File: src/game_pkg.sv
package game_pkg;

    // Grid geometry
    localparam int GRID_X_BITS = 6;
    localparam int GRID_Y_BITS = 5;

    typedef logic [GRID_X_BITS-1:0] grid_x_t;
    typedef logic [GRID_Y_BITS-1:0] grid_y_t;

    // Cell codes
    typedef logic [2:0] cell_t;

    localparam cell_t CELL_EMPTY = 3'd0;
    localparam cell_t CELL_WALL  = 3'd1;

    // Player state, fixed point with CELL_SHIFT fraction bits per cell
    typedef logic [13:0] pos_x_t;
    typedef logic [12:0] pos_y_t;
    typedef logic [7:0]  angle_t;

    localparam int CELL_SHIFT = 6;

    // Owner of the grid port
    typedef enum logic [1:0] {
        LOADER,
        DRAWER,
        PLAYER,
        NONE
    } grid_client_t;

endpackage
File: src/player_updater.sv
`timescale 1ns/1ps

module player_updater #(
    parameter game_pkg::pos_x_t START_X   = 384,
    parameter game_pkg::pos_y_t START_Y   = 384,
    parameter int               MOVE_STEP = 16,
    parameter game_pkg::angle_t TURN_STEP = 64
) (
    input  logic              clock,
    input  logic              reset,
    input  logic              start,
    output logic              done,
    input  logic              turn_right,
    input  logic              turn_left,
    input  logic              move_forward,
    input  logic              move_backward,
    output game_pkg::grid_x_t grid_x,
    output game_pkg::grid_y_t grid_y,
    input  game_pkg::cell_t   cell_out,
    output game_pkg::pos_x_t  pos_x,
    output game_pkg::pos_y_t  pos_y
);

    localparam game_pkg::pos_x_t STEP_X = game_pkg::pos_x_t'(MOVE_STEP);
    localparam game_pkg::pos_y_t STEP_Y = game_pkg::pos_y_t'(MOVE_STEP);

    game_pkg::angle_t angle;
    game_pkg::angle_t next_angle;
    game_pkg::pos_x_t next_x;
    game_pkg::pos_y_t next_y;
    logic [1:0]       direction;

    game_pkg::angle_t cand_angle;
    game_pkg::pos_x_t cand_x;
    game_pkg::pos_y_t cand_y;
    logic             step_read;
    logic             step_check;

    // Right turn wins over left
    always_comb begin
        next_angle = angle;
        if (turn_right) begin
            next_angle = angle + TURN_STEP;
        end else if (turn_left) begin
            next_angle = angle - TURN_STEP;
        end
    end

    // Quadrant of the old heading: +X, +Y, -X, -Y
    always_comb begin
        direction = angle[7:6];
        if (move_backward && !move_forward) begin
            direction = direction ^ 2'b10;
        end
        next_x = pos_x;
        next_y = pos_y;
        if (move_forward || move_backward) begin
            case (direction)
                2'd0:    next_x = pos_x + STEP_X;
                2'd1:    next_y = pos_y + STEP_Y;
                2'd2:    next_x = pos_x - STEP_X;
                default: next_y = pos_y - STEP_Y;
            endcase
        end
    end

    // Cell under the candidate position
    assign grid_x = game_pkg::grid_x_t'(cand_x >> game_pkg::CELL_SHIFT);
    assign grid_y = game_pkg::grid_y_t'(cand_y >> game_pkg::CELL_SHIFT);

    // Buttons are sampled on the start cycle
    always_ff @(posedge clock) begin
        if (start) begin
            cand_angle <= next_angle;
            cand_x     <= next_x;
            cand_y     <= next_y;
        end
    end

    always_ff @(posedge clock) begin
        if (reset) begin
            step_read  <= 1'b0;
            step_check <= 1'b0;
            done       <= 1'b0;
            angle      <= '0;
            pos_x      <= START_X;
            pos_y      <= START_Y;
        end else begin
            step_read  <= start;
            step_check <= step_read;
            done       <= step_check;
            if (step_check) begin
                angle <= cand_angle;
                // Walls block the move but not the turn
                if (cell_out != game_pkg::CELL_WALL) begin
                    pos_x <= cand_x;
                    pos_y <= cand_y;
                end
            end
        end
    end

endmodule

File: config.mk
export PLATFORM = sky130hd
export DESIGN_NAME = player_updater
export DESIGN_NICKNAME = d
export VERILOG_FILES = /design/src/game_pkg.sv /design/src/player_updater.sv
export SDC_FILE = /design/constraint.sdc
export NUM_CORES = 1
export LEC_CHECK = 0
export ABC_AREA = 1
export BUFFER_PORTS_ARGS = -buffer_cell sky130_fd_sc_hd__clkbuf_2
export CORE_MARGIN = 2
export CORE_UTILIZATION = 52
export DETAILED_ROUTE_END_ITERATION = 10
export GPL_TIMING_DRIVEN = 1
export PLACE_DENSITY = 0.74
export SLEW_MARGIN = 5
export SYNTH_ARGS = -nofsm -noshare
export SYNTH_HDL_FRONTEND = slang
export SYNTH_SLANG_ARGS = --single-unit
File: constraint.sdc
create_clock -name clock -period 3.25 [get_ports clock]
set_input_delay 0.65 -clock clock [delete_from_list [all_inputs] [get_ports clock]]
set_output_delay 0.65 -clock clock [all_outputs]
set_load 0.005 [all_outputs]
# [Word level (Yosys, flattened, before mapping)]
# Cells that the tools add are included.
[word_totals] reg_bits=73 in_bits=10 wordCells=32
[op_classes] n_addsub=6 n_eq_ne=3 mux=7 bitwise=1 n_reduce_logical=6
[op_table] operator="$pmux 14 s2" count=1
[op_table] operator="$pmux 13 s2" count=1
[op_table] operator="$mux 8" count=2
[op_table] operator="$add 14x5->14 const B" count=1
[op_table] operator="$mux 14" count=1
[op_table] operator="$sub 14x5->14 const B" count=1
[op_table] operator="$add 13x5->13 const B" count=1
[op_table] operator="$mux 13" count=1
[op_table] operator="$sub 13x5->13 const B" count=1
[op_table] operator="$add 8x7->8 const B" count=1
[op_table] operator="$sub 8x7->8 const B" count=1
[op_table] operator="$ne 3x1->1 const B" count=1
[op_table] operator="$eq 2x1->1 const B" count=1
[op_table] operator="$eq 2x2->1 const B" count=1
[op_table] operator="$logic_not 2->1" count=1
[op_table] operator="$mux 2" count=1
[op_table] operator="$reduce_and 2->1" count=1
[op_table] operator="$reduce_or 2->1" count=1
[op_table] operator="$logic_and 1x1->1" count=1
[op_table] operator="$logic_not 1->1" count=1
[op_table] operator="$logic_or 1x1->1" count=1
[op_table] operator="$not 1->1" count=1

# [Logic depth before layout (Yosys ltp)]
# Gate-level depths: netlist of the first run.
[logic_depth] word_depth=7 mapped_depth=18

# [Least setup slack after synthesis of the first run]
# No wires, ideal clock.
[synth_timing] kind="input -> register" start="input port move_forward" end="register cand_y[11], data pin" t_arrival_ns=2.228 required_time_ns=2.996 path_slack_ns=0.768 stages=10 n_path_buf=0 cell_sequence="inv_1 > nand3_2 > nand2_1 > nand2_1 > ha_1 > inv_1 > o311ai_0 > xor2_1 > mux2i_1 > inv_1"
[synth_between] elab_chain_cells=7 word_cells_on_any_way=10 cone_classes="2 x eq/ne; 3 x mux; 5 x reduce/logical"
[synth_rtl] item="start: declaration" line="player_updater.sv:15" text="input logic move_forward,"
[synth_rtl] item="$logic_not 1->1" line="player_updater.sv:52" text="if (move_backward && !move_forward) begin"
[synth_rtl] item="$logic_and 1x1->1" line="player_updater.sv:52"
[synth_rtl] item="$mux 2" line="player_updater.sv:52"
[synth_rtl] item="$eq 2x2->1 / $logic_not 2->1 (equally long branches)" line="player_updater.sv:58" text="case (direction)"
[synth_rtl] item="$reduce_or 2->1 (no line)"
[synth_rtl] item="$pmux 13 s2" line="player_updater.sv:58"
[synth_rtl] item="$mux 13 *" line="player_updater.sv:57" text="if (move_forward || move_backward) begin"
[synth_rtl] item="named net next_y[11]" line="player_updater.sv:30" text="game_pkg::pos_y_t next_y;"
[synth_rtl] item="end signal: assignment" line="player_updater.sv:76" text="cand_y <= next_y;"
[synth_rtl] item="end: declaration" line="player_updater.sv:35" text="game_pkg::pos_y_t cand_y;"
# Mark *: on every way through the listed nets, which the timed path passes. The rest lies on a longest branch.
# A chain may end at the register's enable or synchronous reset.

# [Worst setup path in the final report of the first run]
[layout_timing] start="input port move_forward" end="register cand_y[10], data pin"
# Same word-level chain as after synthesis.

==> results of run 1 <==
final timing paths:
check             slack, ns  depth (start not counted)    startpoint         end
setup / recovery       0.74                         13  move_forward  cand_y[10]
hold / removal         0.41                          2     step_read  step_check
hold reg to reg        0.41                          2     step_read  step_check
setup reg to reg       0.80                         11      angle[7]  cand_y[10]
kinds of logic after synthesis:
family | synth area share (%)
buffers and inverters | 10.5
DFF | 47.8
and+or+nand+nor | 22.8
muxes | 0.673
xor gates and xnor gates | 2.77
adders and majority gates | 3.80
AOI/OAI and AO/OA | 11.6
state kept, by name, summed over array words and instances, names as in the netlist:
signal,flops
cand_y,13
pos_y,13
angle,2
done,1
step_read,1
cand_angle,2
step_check,1
pos_x,14
cand_x,14
power groups by stage:
stage                     combinational (mW)  sequential, mW  clock [mW]
after floorplan                        0.229           0.909           0
after global placement                 0.277           0.917           0
after detailed placement               0.284           0.918           0
after CTS                              0.286           0.902       0.670
after global routing                   0.328           0.908       0.694
final                                  0.285           0.901       0.663
tightest hold or removal path, delay by kind of cell (launching register included):
| family | cells | cell delay (ns) |
|---|---|---|
| flip-flops | 1 | 0.30 |
| buffers and inverters | 1 | 0.04 |
| AND/OR/NAND/NOR | 1 | 0.03 |
final cells by class:
| type | instances | area share (%) |
|---|---|---|
| well taps | 75 | 2.68 |
| clock inverters | 6 | 1.82 |
| repair buffers | 51 | 7.50 |
| flip-flops and latches | 61 | 43.1 |
| multi-input cells | 244 | 37.6 |
| clock buffers | 10 | 3.64 |
| inverters | 34 | 3.64 |
placed cells by master (no fill, tap or decap), drive strengths merged, types with 2 or more instances in the layout:
cell      synthesis  layout
a21oi            19      19
buf              22       3
clkbuf            8      58
clkinv            0       3
clkinvlp          0       2
dfxtp            32      32
edfxtp           29      29
ha                8       8
inv              34      34
nand2            71      71
nand3            23      23
nand4             6       6
nor2             54      54
nor3              2       2
o211ai            3       3
o21ai            36      36
o41ai             3       3
xor2              9       9
metal layers:
| layer | vias to the layer above | global-route usage (%) |
|---|---|---|
| li1 | 1281 | - |
| met2 | 64 | 32.0 |
| met5 | - | 0 |
| met1 | 1148 | 28.4 |
| met4 | 0 | 10.8 |
| met3 | 9 | 4.29 |
==> results summary, run 1 <==
The run finished with clean final reports. The data required time of the critical path is 3.34 ns. The diode insertion count for antenna repair came out at 0. The design area came out at 0.00350 mm^2. The post-placement cell area is 0.00331 mm^2. Once layout is complete, the utilization of the core stands at 59.5%. The least setup slack across all paths after layout came out at 0.743 ns.

The wire-length estimate of the detail-placed layout is 4440 um. The total clock sinks came out at 61. For this run, the leading register cell type out of synthesis is dfxtp_1. The number of post-CTS setup repair buffers came out at 0. The final weighted congestion in routability-driven placement is 0.892.

The wire length on met3 came out at 302 um. After synthesis, the share of flip-flops with an asynchronous set or reset is 0%. After detailed routing, no signal wire sits above met4.

For this run, the post-layout net count is 420. The pre-CTS worst setup slack came out at 0.402 ns. The internal power contribution is 1.33 mW. The post-detailed-routing wire length is 6480 um. The cell type with the highest occurrence count on the critical path is nand2_1.

The wire length on met1 is 3190 um. The count of placed standard cells including taps came out at 465. Registers take 0.00151 mm^2. The proportion of netlist area held by the largest area contributor is 27.6%.

TritonCTS built the clock tree. The number of pins with negative max-slew slack in the final report came out at 0. The die outline area came out at 0.00671 mm^2. The leakage dissipation is 1.59 nW. The clock skew came out at 0.0112 ns. The horizontal extent of the die came out at 81.9 um. The tree is rooted in a clkbuf_8. The sum of overflow across all layers after global routing is 0. The share of final-layout standard cells stronger than drive strength 1 is 22.2%. The peak supply drop is 237 uV. Setup repair after global routing left no endpoint under its margin. During I/O placement, the number of pins put on the boundary was 49. The via count of the first global-routing pass came to 2,362. The first global-routing pass estimated 10,700 um of wire. In the post-synthesis netlist, the biggest area contributors are edfxtp_1 (28%), dfxtp_1 (20%), nand2_1 (7.2%). The arrival time of the worst setup path is 2.60 ns. The area growth from synthesis to layout came out at 10.9%.

The total via count in the routed design came out at 2,502. The final-layout fill cell count is 520. The clock network fraction of total power is 35.8%. Using the TritonRoute via totals, the vias-per-cell ratio works out to 5.20. The portion of total power attributed to sequential cells came out at 48.8%. The count of warnings emitted by yosys is 0. The number of iterations in the first detailed-routing pass came out at 5.

The later pin in the worst-skew pair is clocked with a latency of 0.34 ns. After the flow finishes, the layout carries non-filler instances totaling 481. The detailed route wirelength on metal2 came out at 2890 um. Across all hold checks on the routed design, the worst slack comes to 0.411 ns.

The number of buffers added by the clock tree synthesis step is 9. The largest total area in the synthesized netlist belongs to edfxtp_1. The switching portion of total power came out at 28.0%.

The number of flops mapped to enable cells by yosys came out at 29. Combinational cells account for 15.4% of the total power. The depth of the CTS H-tree is 3. The maximum fanout along the worst path came out at 8. The count of routing violations after the opening detailed-route iteration is 135. Entering global routing, the biggest net connects 31 pins. The worst setup path is captured at a flip-flop. In this run, post-CTS hold repair placed 0 buffers. In the final layout, the multi-input gates occupy 0.00132 mm^2. The worst path buffer plus inverter count came out at 2.

For the pin with the worst max-slew slack, the measured transition is 0.843 ns. The residual DRC count came out at 0. The completed layout was analyzed and its total power is 1.85 mW. Walking the worst path, the cells encountered are clkbuf_2, inv_1, nand3_2, nand2_1, nand2_1, fa_1, nand3_1, nand3_1, nand2_1, nand2_1, a21oi_1, xor2_1, a21oi_1. For the finished layout, the period the worst path requires is 2.51 ns. In the synthesized netlist, the number of instances is 369. The count of antenna-violating nets left after detailed routing came out at 0. The worst setup path is launched from a primary input.

The number of core rows came out at 28. The final worst-path cycle share came out at 77.1%. The flip-flop and latch count after synthesis is 61. The starting density of the core came out at 53.7%. The average cell area after synthesis is 8.56 um^2. The part of the Yosys area used for sequential elements is 47.8%. The number of gates resized after cts is 0. The class of the tightest hold or removal check is reg2reg. The final-report hold violation count is 0. The critical path is of the in2reg type. The placeable core region came out at 0.00589 mm^2.

The vertical extent of the die came out at 81.9 um. The slowest stage of the critical path belongs to the cell fa_1. The power per cell area is 528 mW/mm^2. The most common cell in the synthesized netlist is nand2_1.

The tool flagged a number of max-cap violations equal to 0. For this design the total switching power over the nets is 0.519 mW. The number of nets produced by synthesis is 388. Buffers placed on the I/O ports in this run total 48.

The routed length per placed instance is 13.5 um. The highest clock frequency the design can meet is 0.399 GHz. After clock tree synthesis, the clock-pin slew on the worst setup and hold paths is 0.07 ns.

The biggest cell delay along the critical path is 0.48 ns. The number of unique standard cell types used by synthesis came out at 36. In the synthesized netlist, the cells that appear most often are nand2_1 (61), nor2_1 (51), o21ai_0 (36). The summed negative setup slack over all endpoints came out at 0 ns.

The worst relative slew slack came out at 43.7%. Setup violations remaining at the end of the flow were counted as 0. The total standard cell area after synthesis came out at 0.00316 mm^2. The number of buffers between clock root and the deepest sink came out at 2. The initial antenna violation count is 0. On the critical path the largest part of the delay comes from simple AND/OR/NAND/NOR gates. Global routing used 21.1% of the available tracks across all layers.
Power figures use the tool's default switching activity.
==> run 2, diff against run 1 <==
--- a/config.mk
+++ b/config.mk
@@ -8,10 +8,10 @@
 export ABC_AREA = 1
 export BUFFER_PORTS_ARGS = -buffer_cell sky130_fd_sc_hd__clkbuf_2
 export CORE_MARGIN = 2
-export CORE_UTILIZATION = 52
+export CORE_UTILIZATION = 51
 export DETAILED_ROUTE_END_ITERATION = 10
 export GPL_TIMING_DRIVEN = 1
-export PLACE_DENSITY = 0.74
+export PLACE_DENSITY = 0.76
 export SLEW_MARGIN = 5
 export SYNTH_ARGS = -nofsm -noshare
 export SYNTH_HDL_FRONTEND = slang
==> constraint.sdc (replaced) <==
create_clock -name clock -period 2.1 [get_ports clock]
set_input_delay 0.42 -clock clock [delete_from_list [all_inputs] [get_ports clock]]
set_output_delay 0.42 -clock clock [all_outputs]
set_load 0.005 [all_outputs]
==> run 2 against run 1 <==
Sequential share of layout area shrank 3.9 points. Flip-flop and latch count did not move. Clock-buffer cell count down 1. Sequential power up 55%. Worst setup slack got worse by 0.70 ns. Total power increased by 58%. First-iteration DRC count up 18%. Highest routed layer unchanged.
==> results summary, run 2 (synthesis gave the netlist of run 1 again) <==
The port buffer count came out at 48. The maximum number of pins on one net before global-route repair came out at 31. The leakage dissipation came out at 1.76 nW. The sum of overflow across all layers after global routing is 0. The count of routing violations after the opening detailed-route iteration is 159. In the finished design, the share of the clock period the worst path needs comes to 97.8%.

For the worst-skew pair, the clock arrives at the later sink with an insertion delay of 0.35 ns. The arrival time of the worst setup path came out at 2.12 ns. Dividing the detail-routed via count by the number of cells gives 5.37.

Once layout is complete, the utilization of the core stands at 64.9%. The power per cell area is 754 mW/mm^2. The count of antenna-violating nets left after detailed routing is 0. The global-route wire length before repair came out at 11,700 um.

Measured along the y axis, the die boundary spans 82.7 um. For the pin with the worst max-slew slack, the measured transition is 0.944 ns. For this block, the via count after detailed routing is 2,743. The clock skew came out at 0.0103 ns. In the final routed layout, each cell accounts on average for 14.9 um. The number of buffers added by the clock tree synthesis step is 9.

The portion of total power attributed to sequential cells came out at 47.9%. The data required time of the critical path is 2.17 ns. The number of buffers between clock root and the deepest sink is 2. The register area came out at 0.00152 mm^2. STA classifies the critical path endpoint as a flip-flop. Of all nets on the critical path, the largest fanout is 8. The horizontal extent of the die is 82.7 um. The clock network fraction of total power is 32.4%. The library cell used most frequently in the layout, excluding fill and tap cells, is nand2_1. The placeable core region is 0.00596 mm^2. The critical path is of the reg2reg type. Cells with a size suffix above 1 make up 32.6% of the layout. The multi-input combinational cells in the finished layout cover a total of 0.00146 mm^2. Net switching is 30.5% of the power.

The highest clock frequency the design can meet came out at 0.487 GHz. The completed layout was analyzed and its total power is 2.91 mW. The worst relative slew slack came out at 36.9%.

The final weighted congestion in routability-driven placement is 0.873. The worst path buffer plus inverter count is 1. Leaving out fill and tap cells, the most frequent cells in the layout are nand2_1 (57), nor2_1 (50), clkbuf_2 (48).

The internal power contribution is 2.02 mW. The via count of the first global-routing pass was 2,494. The number of pins with negative max-slew slack in the final report is 0. After the last flow step, the layout net total stands at 450.

The biggest cell delay along the critical path is 0.37 ns. Grouping stages by cell kind, the critical path spends the most delay in simple AND/OR/NAND/NOR gates. The worst path in the final design needs a cycle of 2.05 ns, including I/O delays and setup. The initialized floorplan defines 28 standard-cell rows. The number of iterations in the first detailed-routing pass came out at 4. The area growth from synthesis to layout came out at 22.4%. Of the total power, combinational logic draws 19.7%. The clock slew at the register clock pins of the worst setup and hold paths is 0.08 ns. The largest registers in the layout are cand_x (14), pos_x (14). The run finished with clean final reports. VDD sags by at most 457 uV. The post-detailed-routing wire length is 7590 um. The final-report hold violation count came out at 0. The tightest min-delay check is of the in2reg type. The worst setup path is launched from a flip-flop.

Traced cell by cell, the critical path runs through inv_2, nand2_4, nand2_4, nand2_8, ha_4, nand3_1, nand3_2, nand2_1, nand2_1, a21oi_1, xor2_1, a21oi_1. For this run, the total global-route usage over all layers was measured as 23.4%. The count of endpoints failing setup in the final report came out at 0.

The die outline area is 0.00684 mm^2. For this design, the slowest cell found on the critical path is dfxtp_4. The analysis attributes to net switching a power of 0.890 mW. Across the run, the number of max-cap violations was 0. 49 I/O pins were placed. The total clock sinks came out at 61. Setup repair after global routing could not meet its margin everywhere.

The initial antenna violation count came out at 0. The diode insertion count for antenna repair is 0. The depth of the CTS H-tree came out at 3.

TritonCTS built the clock tree. The starting density of the core is 53.0%. After detailed routing, the number of remaining DRC violations is 0. The cell sitting at the root of the clock tree is a clkbuf_8. The HPWL after detailed placement came out at 4940 um. Counting the fill cells in the layout gives 510.
## run 2: cell count changes in the layout (fill, tap and decap cells not counted), moves of 3 or more
| cell | change |
|---|---|
| nand3_2 | +3 |
| nand3_1 | -4 |
| ha_1 | -5 |
| buf_4 | +29 |
| ha_4 | +5 |
| nand2_1 | -4 |
## run 2: through the flow
step / cells / setup WS, ns / hold WS [ns] / TNS, ns / cell area (um^2)
2_1_floorplan: 369 / -0.0321 / 0.388 / -0.0565 / 3180
3_3_place_gp: 494 / -0.165 / 0.399 / -1.01 / 3550
3_5_place_dp: 494 / -0.293 / 0.403 / -1.77 / 3550
4_1_cts: 510 / 0.00693 / 0.279 / 0 / 3730
5_1_grt: 511 / -0.104 / 0.294 / -0.301 / 3870
6_report: 511 / 0.0466 / 0.278 / 0 / 3870
## run 2: layer usage
metal	GRT usage, %	vias to the layer above	part of all wire [%]
met1	29.7	1296	44
met2	36.5	89	48
met5	0	-	0
met4	12.5	0	2.1
met3	5.87	17	6.6
li1	-	1341	-
## run 2: final cells by class
type	instances	share of cell area, %
multi-input cells	244	37.8
inverters	34	3.36
repair buffers	81	12.7
well taps	75	2.43
flip-flops and latches	61	39.2
clock inverters	7	1.26
clock buffers	9	3.20
## run 2: power groups by stage
stage,sequential [mW],clock [mW],combinational (mW)
floorplan,1.41,0,0.359
global placement,1.42,0,0.504
detailed placement,1.42,0,0.521
CTS,1.39,0.943,0.528
global route,1.41,1.00,0.637
finish,1.40,0.944,0.573
## run 2: worst reg2reg max path, delay by kind of cell, from the launching register on
kind	cells	cell delay, ns
AND/OR/NAND/NOR	7	0.67
flip-flops	1	0.37
adder cells (fa/ha/maj)	1	0.26
AO/OA/AOI/OAI	2	0.23
XOR/XNOR	1	0.18
buffers and inverters	1	0.08
## run 2: what timing repair did
item                                    CTS  global route
endpoints found under the setup margin    6             9
hold buffers                              0             0
pin swaps                                 0             5
hold endpoints to repair                  0             0
resized for setup                         2            23
setup buffers                             0             1
## run 2: worst paths after layout
kind / start / endpoint / slack, ns / depth (start not counted)
max: angle[7] / cand_y[9] / 0.05 / 12
min: reset / done / 0.28 / 2
min reg2reg: step_read / step_check / 0.41 / 2
max reg2reg: angle[7] / cand_y[9] / 0.05 / 12
==> run 3, diff against run 2 <==
--- a/config.mk
+++ b/config.mk
@@ -8,10 +8,10 @@
 export ABC_AREA = 1
 export BUFFER_PORTS_ARGS = -buffer_cell sky130_fd_sc_hd__clkbuf_2
 export CORE_MARGIN = 2
-export CORE_UTILIZATION = 51
+export CORE_UTILIZATION = 25
 export DETAILED_ROUTE_END_ITERATION = 10
 export GPL_TIMING_DRIVEN = 1
-export PLACE_DENSITY = 0.76
+export REMOVE_ABC_BUFFERS = 1
 export SLEW_MARGIN = 5
 export SYNTH_ARGS = -nofsm -noshare
 export SYNTH_HDL_FRONTEND = slang
==> run 3 against run 2 <==
Total power is 19% higher. Worst setup slack gained 0.061 ns. Via count is 4.2% lower. Flip-flop and latch count stayed put. Clock-buffer cell count is the same. Sequential power hardly changed. Die area up 98%. Worst hold slack better by 0.030 ns. Clock power grew 57%. Sequential share of layout area fell by 3.1 points. Largest cell class unchanged.
==> results summary, run 3 (synthesis gave the netlist of run 1 again) <==
The flow ran to the end, and the final reports show no timing, DRC or antenna violations. The arrival time of the worst setup path is 2.07 ns. The library cells used most frequently in the layout, excluding fill and tap cells, are nand2_1 (57), nor2_1 (50), clkbuf_2 (48).

The total power consumption of the routed design is 3.46 mW. The number of buffers between clock root and the deepest sink is 2. The minimum period implied by the final worst setup slack came out at 1.99 ns.

The area growth from synthesis to layout is 33.0%. Cells fill 33.7% of the core in the end. The library cell used most frequently in the layout, excluding fill and tap cells, is nand2_1. The data required time of the critical path came out at 2.17 ns.

The count of endpoints failing setup in the final report came out at 0. The clock tree from TritonCTS is done. The total of max-cap violations is 0. After clock tree synthesis, the clock-pin slew on the worst setup and hold paths is 0.06 ns. Setup repair after global routing could not meet its margin everywhere. Summing all placed instances gives a cell area of 0.00374 mm^2.

The via count of the first global-routing pass is 2,587. The port buffer count came out at 48. Entering global routing, the biggest net connects 31 pins. The total overflow left after global routing is 0. The highest clock frequency the design can meet is 0.502 GHz. The final-report hold violation count is 0. The horizontal extent of the die came out at 116 um. The path class of the tightest hold or removal check is in2reg. The final worst-path cycle share came out at 94.9%. In this run the most critical hold path is launched from reset. The worst relative slew slack came out at 50.2%.

The critical path starts at angle[7]. The routed length per placed instance came out at 12.5 um. The initial antenna violation count came out at 0.

Summing over every cut layer, the via total after detailed routing is 2,628. The setup path with the least slack is of type reg2reg. The slew of the pin with the lowest slew margin is 0.746 ns.

Across the routed clock network, the largest skew measured is 0.00520 ns. The layout net count is 463. Routability-driven placement finished with a final weighted congestion of 0.852.

The number of iterations in the first detailed-routing pass came out at 4. The post-detailed-routing wire length came out at 7780 um. The via density per instance came out at 4.23. The share of final-layout standard cells stronger than drive strength 1 is 33.6%. The starting density of the core came out at 25.3%. The worst setup path is captured at a flip-flop. The maximum fanout along the worst path came out at 11.

The number of core rows came out at 41. The residual DRC count is 0. The tree is rooted in a clkbuf_16.

The diode insertion count for antenna repair came out at 0. The total routing resource utilization after global routing is 12.2%. The design area came out at 0.00420 mm^2. The largest registers in the layout are cand_x (14), pos_x (14). The die covers 0.0136 mm^2. The count of antenna-violating nets left after detailed routing is 0.

The number of pins with negative max-slew slack in the final report came out at 0. Summed over all cells, the static leakage comes to 1.88 nW. The HPWL after detailed placement is 5530 um. The summed negative setup slack over all endpoints came out at 0 ns.

The core region is 0.0125 mm^2. In this run the vertical extent of the chip is 116 um. The clock latency at the later pin of the worst-skew pair is 0.32 ns. Hold repair after CTS inserted 0 buffers. The worst register-to-register path begins at angle[7]. The count of routing violations after the opening detailed-route iteration is 131.

The peak supply drop is 371 uV. The total clock sinks came out at 61. STA classifies the critical path startpoint as a flip-flop. Counting the buffers created by CTS gives 9.

The first global-routing pass estimated 12,800 um of wire. The top-level port count is 49. The power per cell area came out at 823 mW/mm^2. The depth of the CTS H-tree came out at 3.
[run 3: cell types whose count changed in the layout (fill, tap and decap cells not counted), sizes merged]
cell    before  now
clkinv       4    3
bufinv       0    1
buf         33   46
[run 3: final timing paths]
kind / to / slack, ns / depth (start not counted)
worst min-delay path: step_check / 0.31 / 2
worst max-delay path: cand_x[11] / 0.11 / 14
worst min register to register: step_check / 0.40 / 2
worst max register to register: cand_x[11] / 0.11 / 14
[run 3: timing repair]
item,4_1_cts,5_1_grt
endpoints found under the setup margin,4,6
gates resized for setup,5,25
setup buffers,0,5
pin swaps,0,9
[run 3: critical path, stage by stage, from the launching register on]
cell and delay [ns]:
dfxtp_4 0.37, nand3_4 0.09, buf_6 0.14, nand3_4 0.09, buf_12 0.15, inv_2 0.08, nand2_2 0.08, nand2_4 0.05
buf_4 0.14, nor3_1 0.21, nand2_1 0.10, nand2_1 0.07, nand2_1 0.04, nand3_1 0.06, nand2_1 0.07
[run 3: area by class of cell]
type	count	area (um^2)
Fill cell	1278	8260
Sequential cell	61	1520
Multi-Input combinational cell	244	1420
Timing Repair Buffer	94	622
Clock buffer	9	225
Tap cell	172	215
Inverter	34	133
Clock inverter	7	73.8
[run 3: stage by stage]
stage,instances,hold WS (ns),setup slack [ns]
6_report,621,0.308,0.107
5_1_grt,621,0.324,-0.0337
4_1_cts,616,0.304,0.0227
3_5_place_dp,600,0.392,-0.405
3_3_place_gp,600,0.390,-0.326
2_1_floorplan,339,0.388,-0.152
[run 3: report_power, final]
group          switching (mW)  internal, mW
logic                   0.314         0.270
clock network           0.555         0.923
registers              0.0545          1.34
total                   0.923          2.54
[run 3: layer usage]
| layer | vias up | track usage, % | part of all wire (%) |
|---|---|---|---|
| met3 | 5 | 3.48 | 4.4 |
| met5 | - | 0 | 0 |
| met1 | 1201 | 15.7 | 48 |
| met2 | 42 | 19.8 | 47 |
| met4 | 0 | 4.05 | 0.90 |
| li1 | 1380 | - | - |
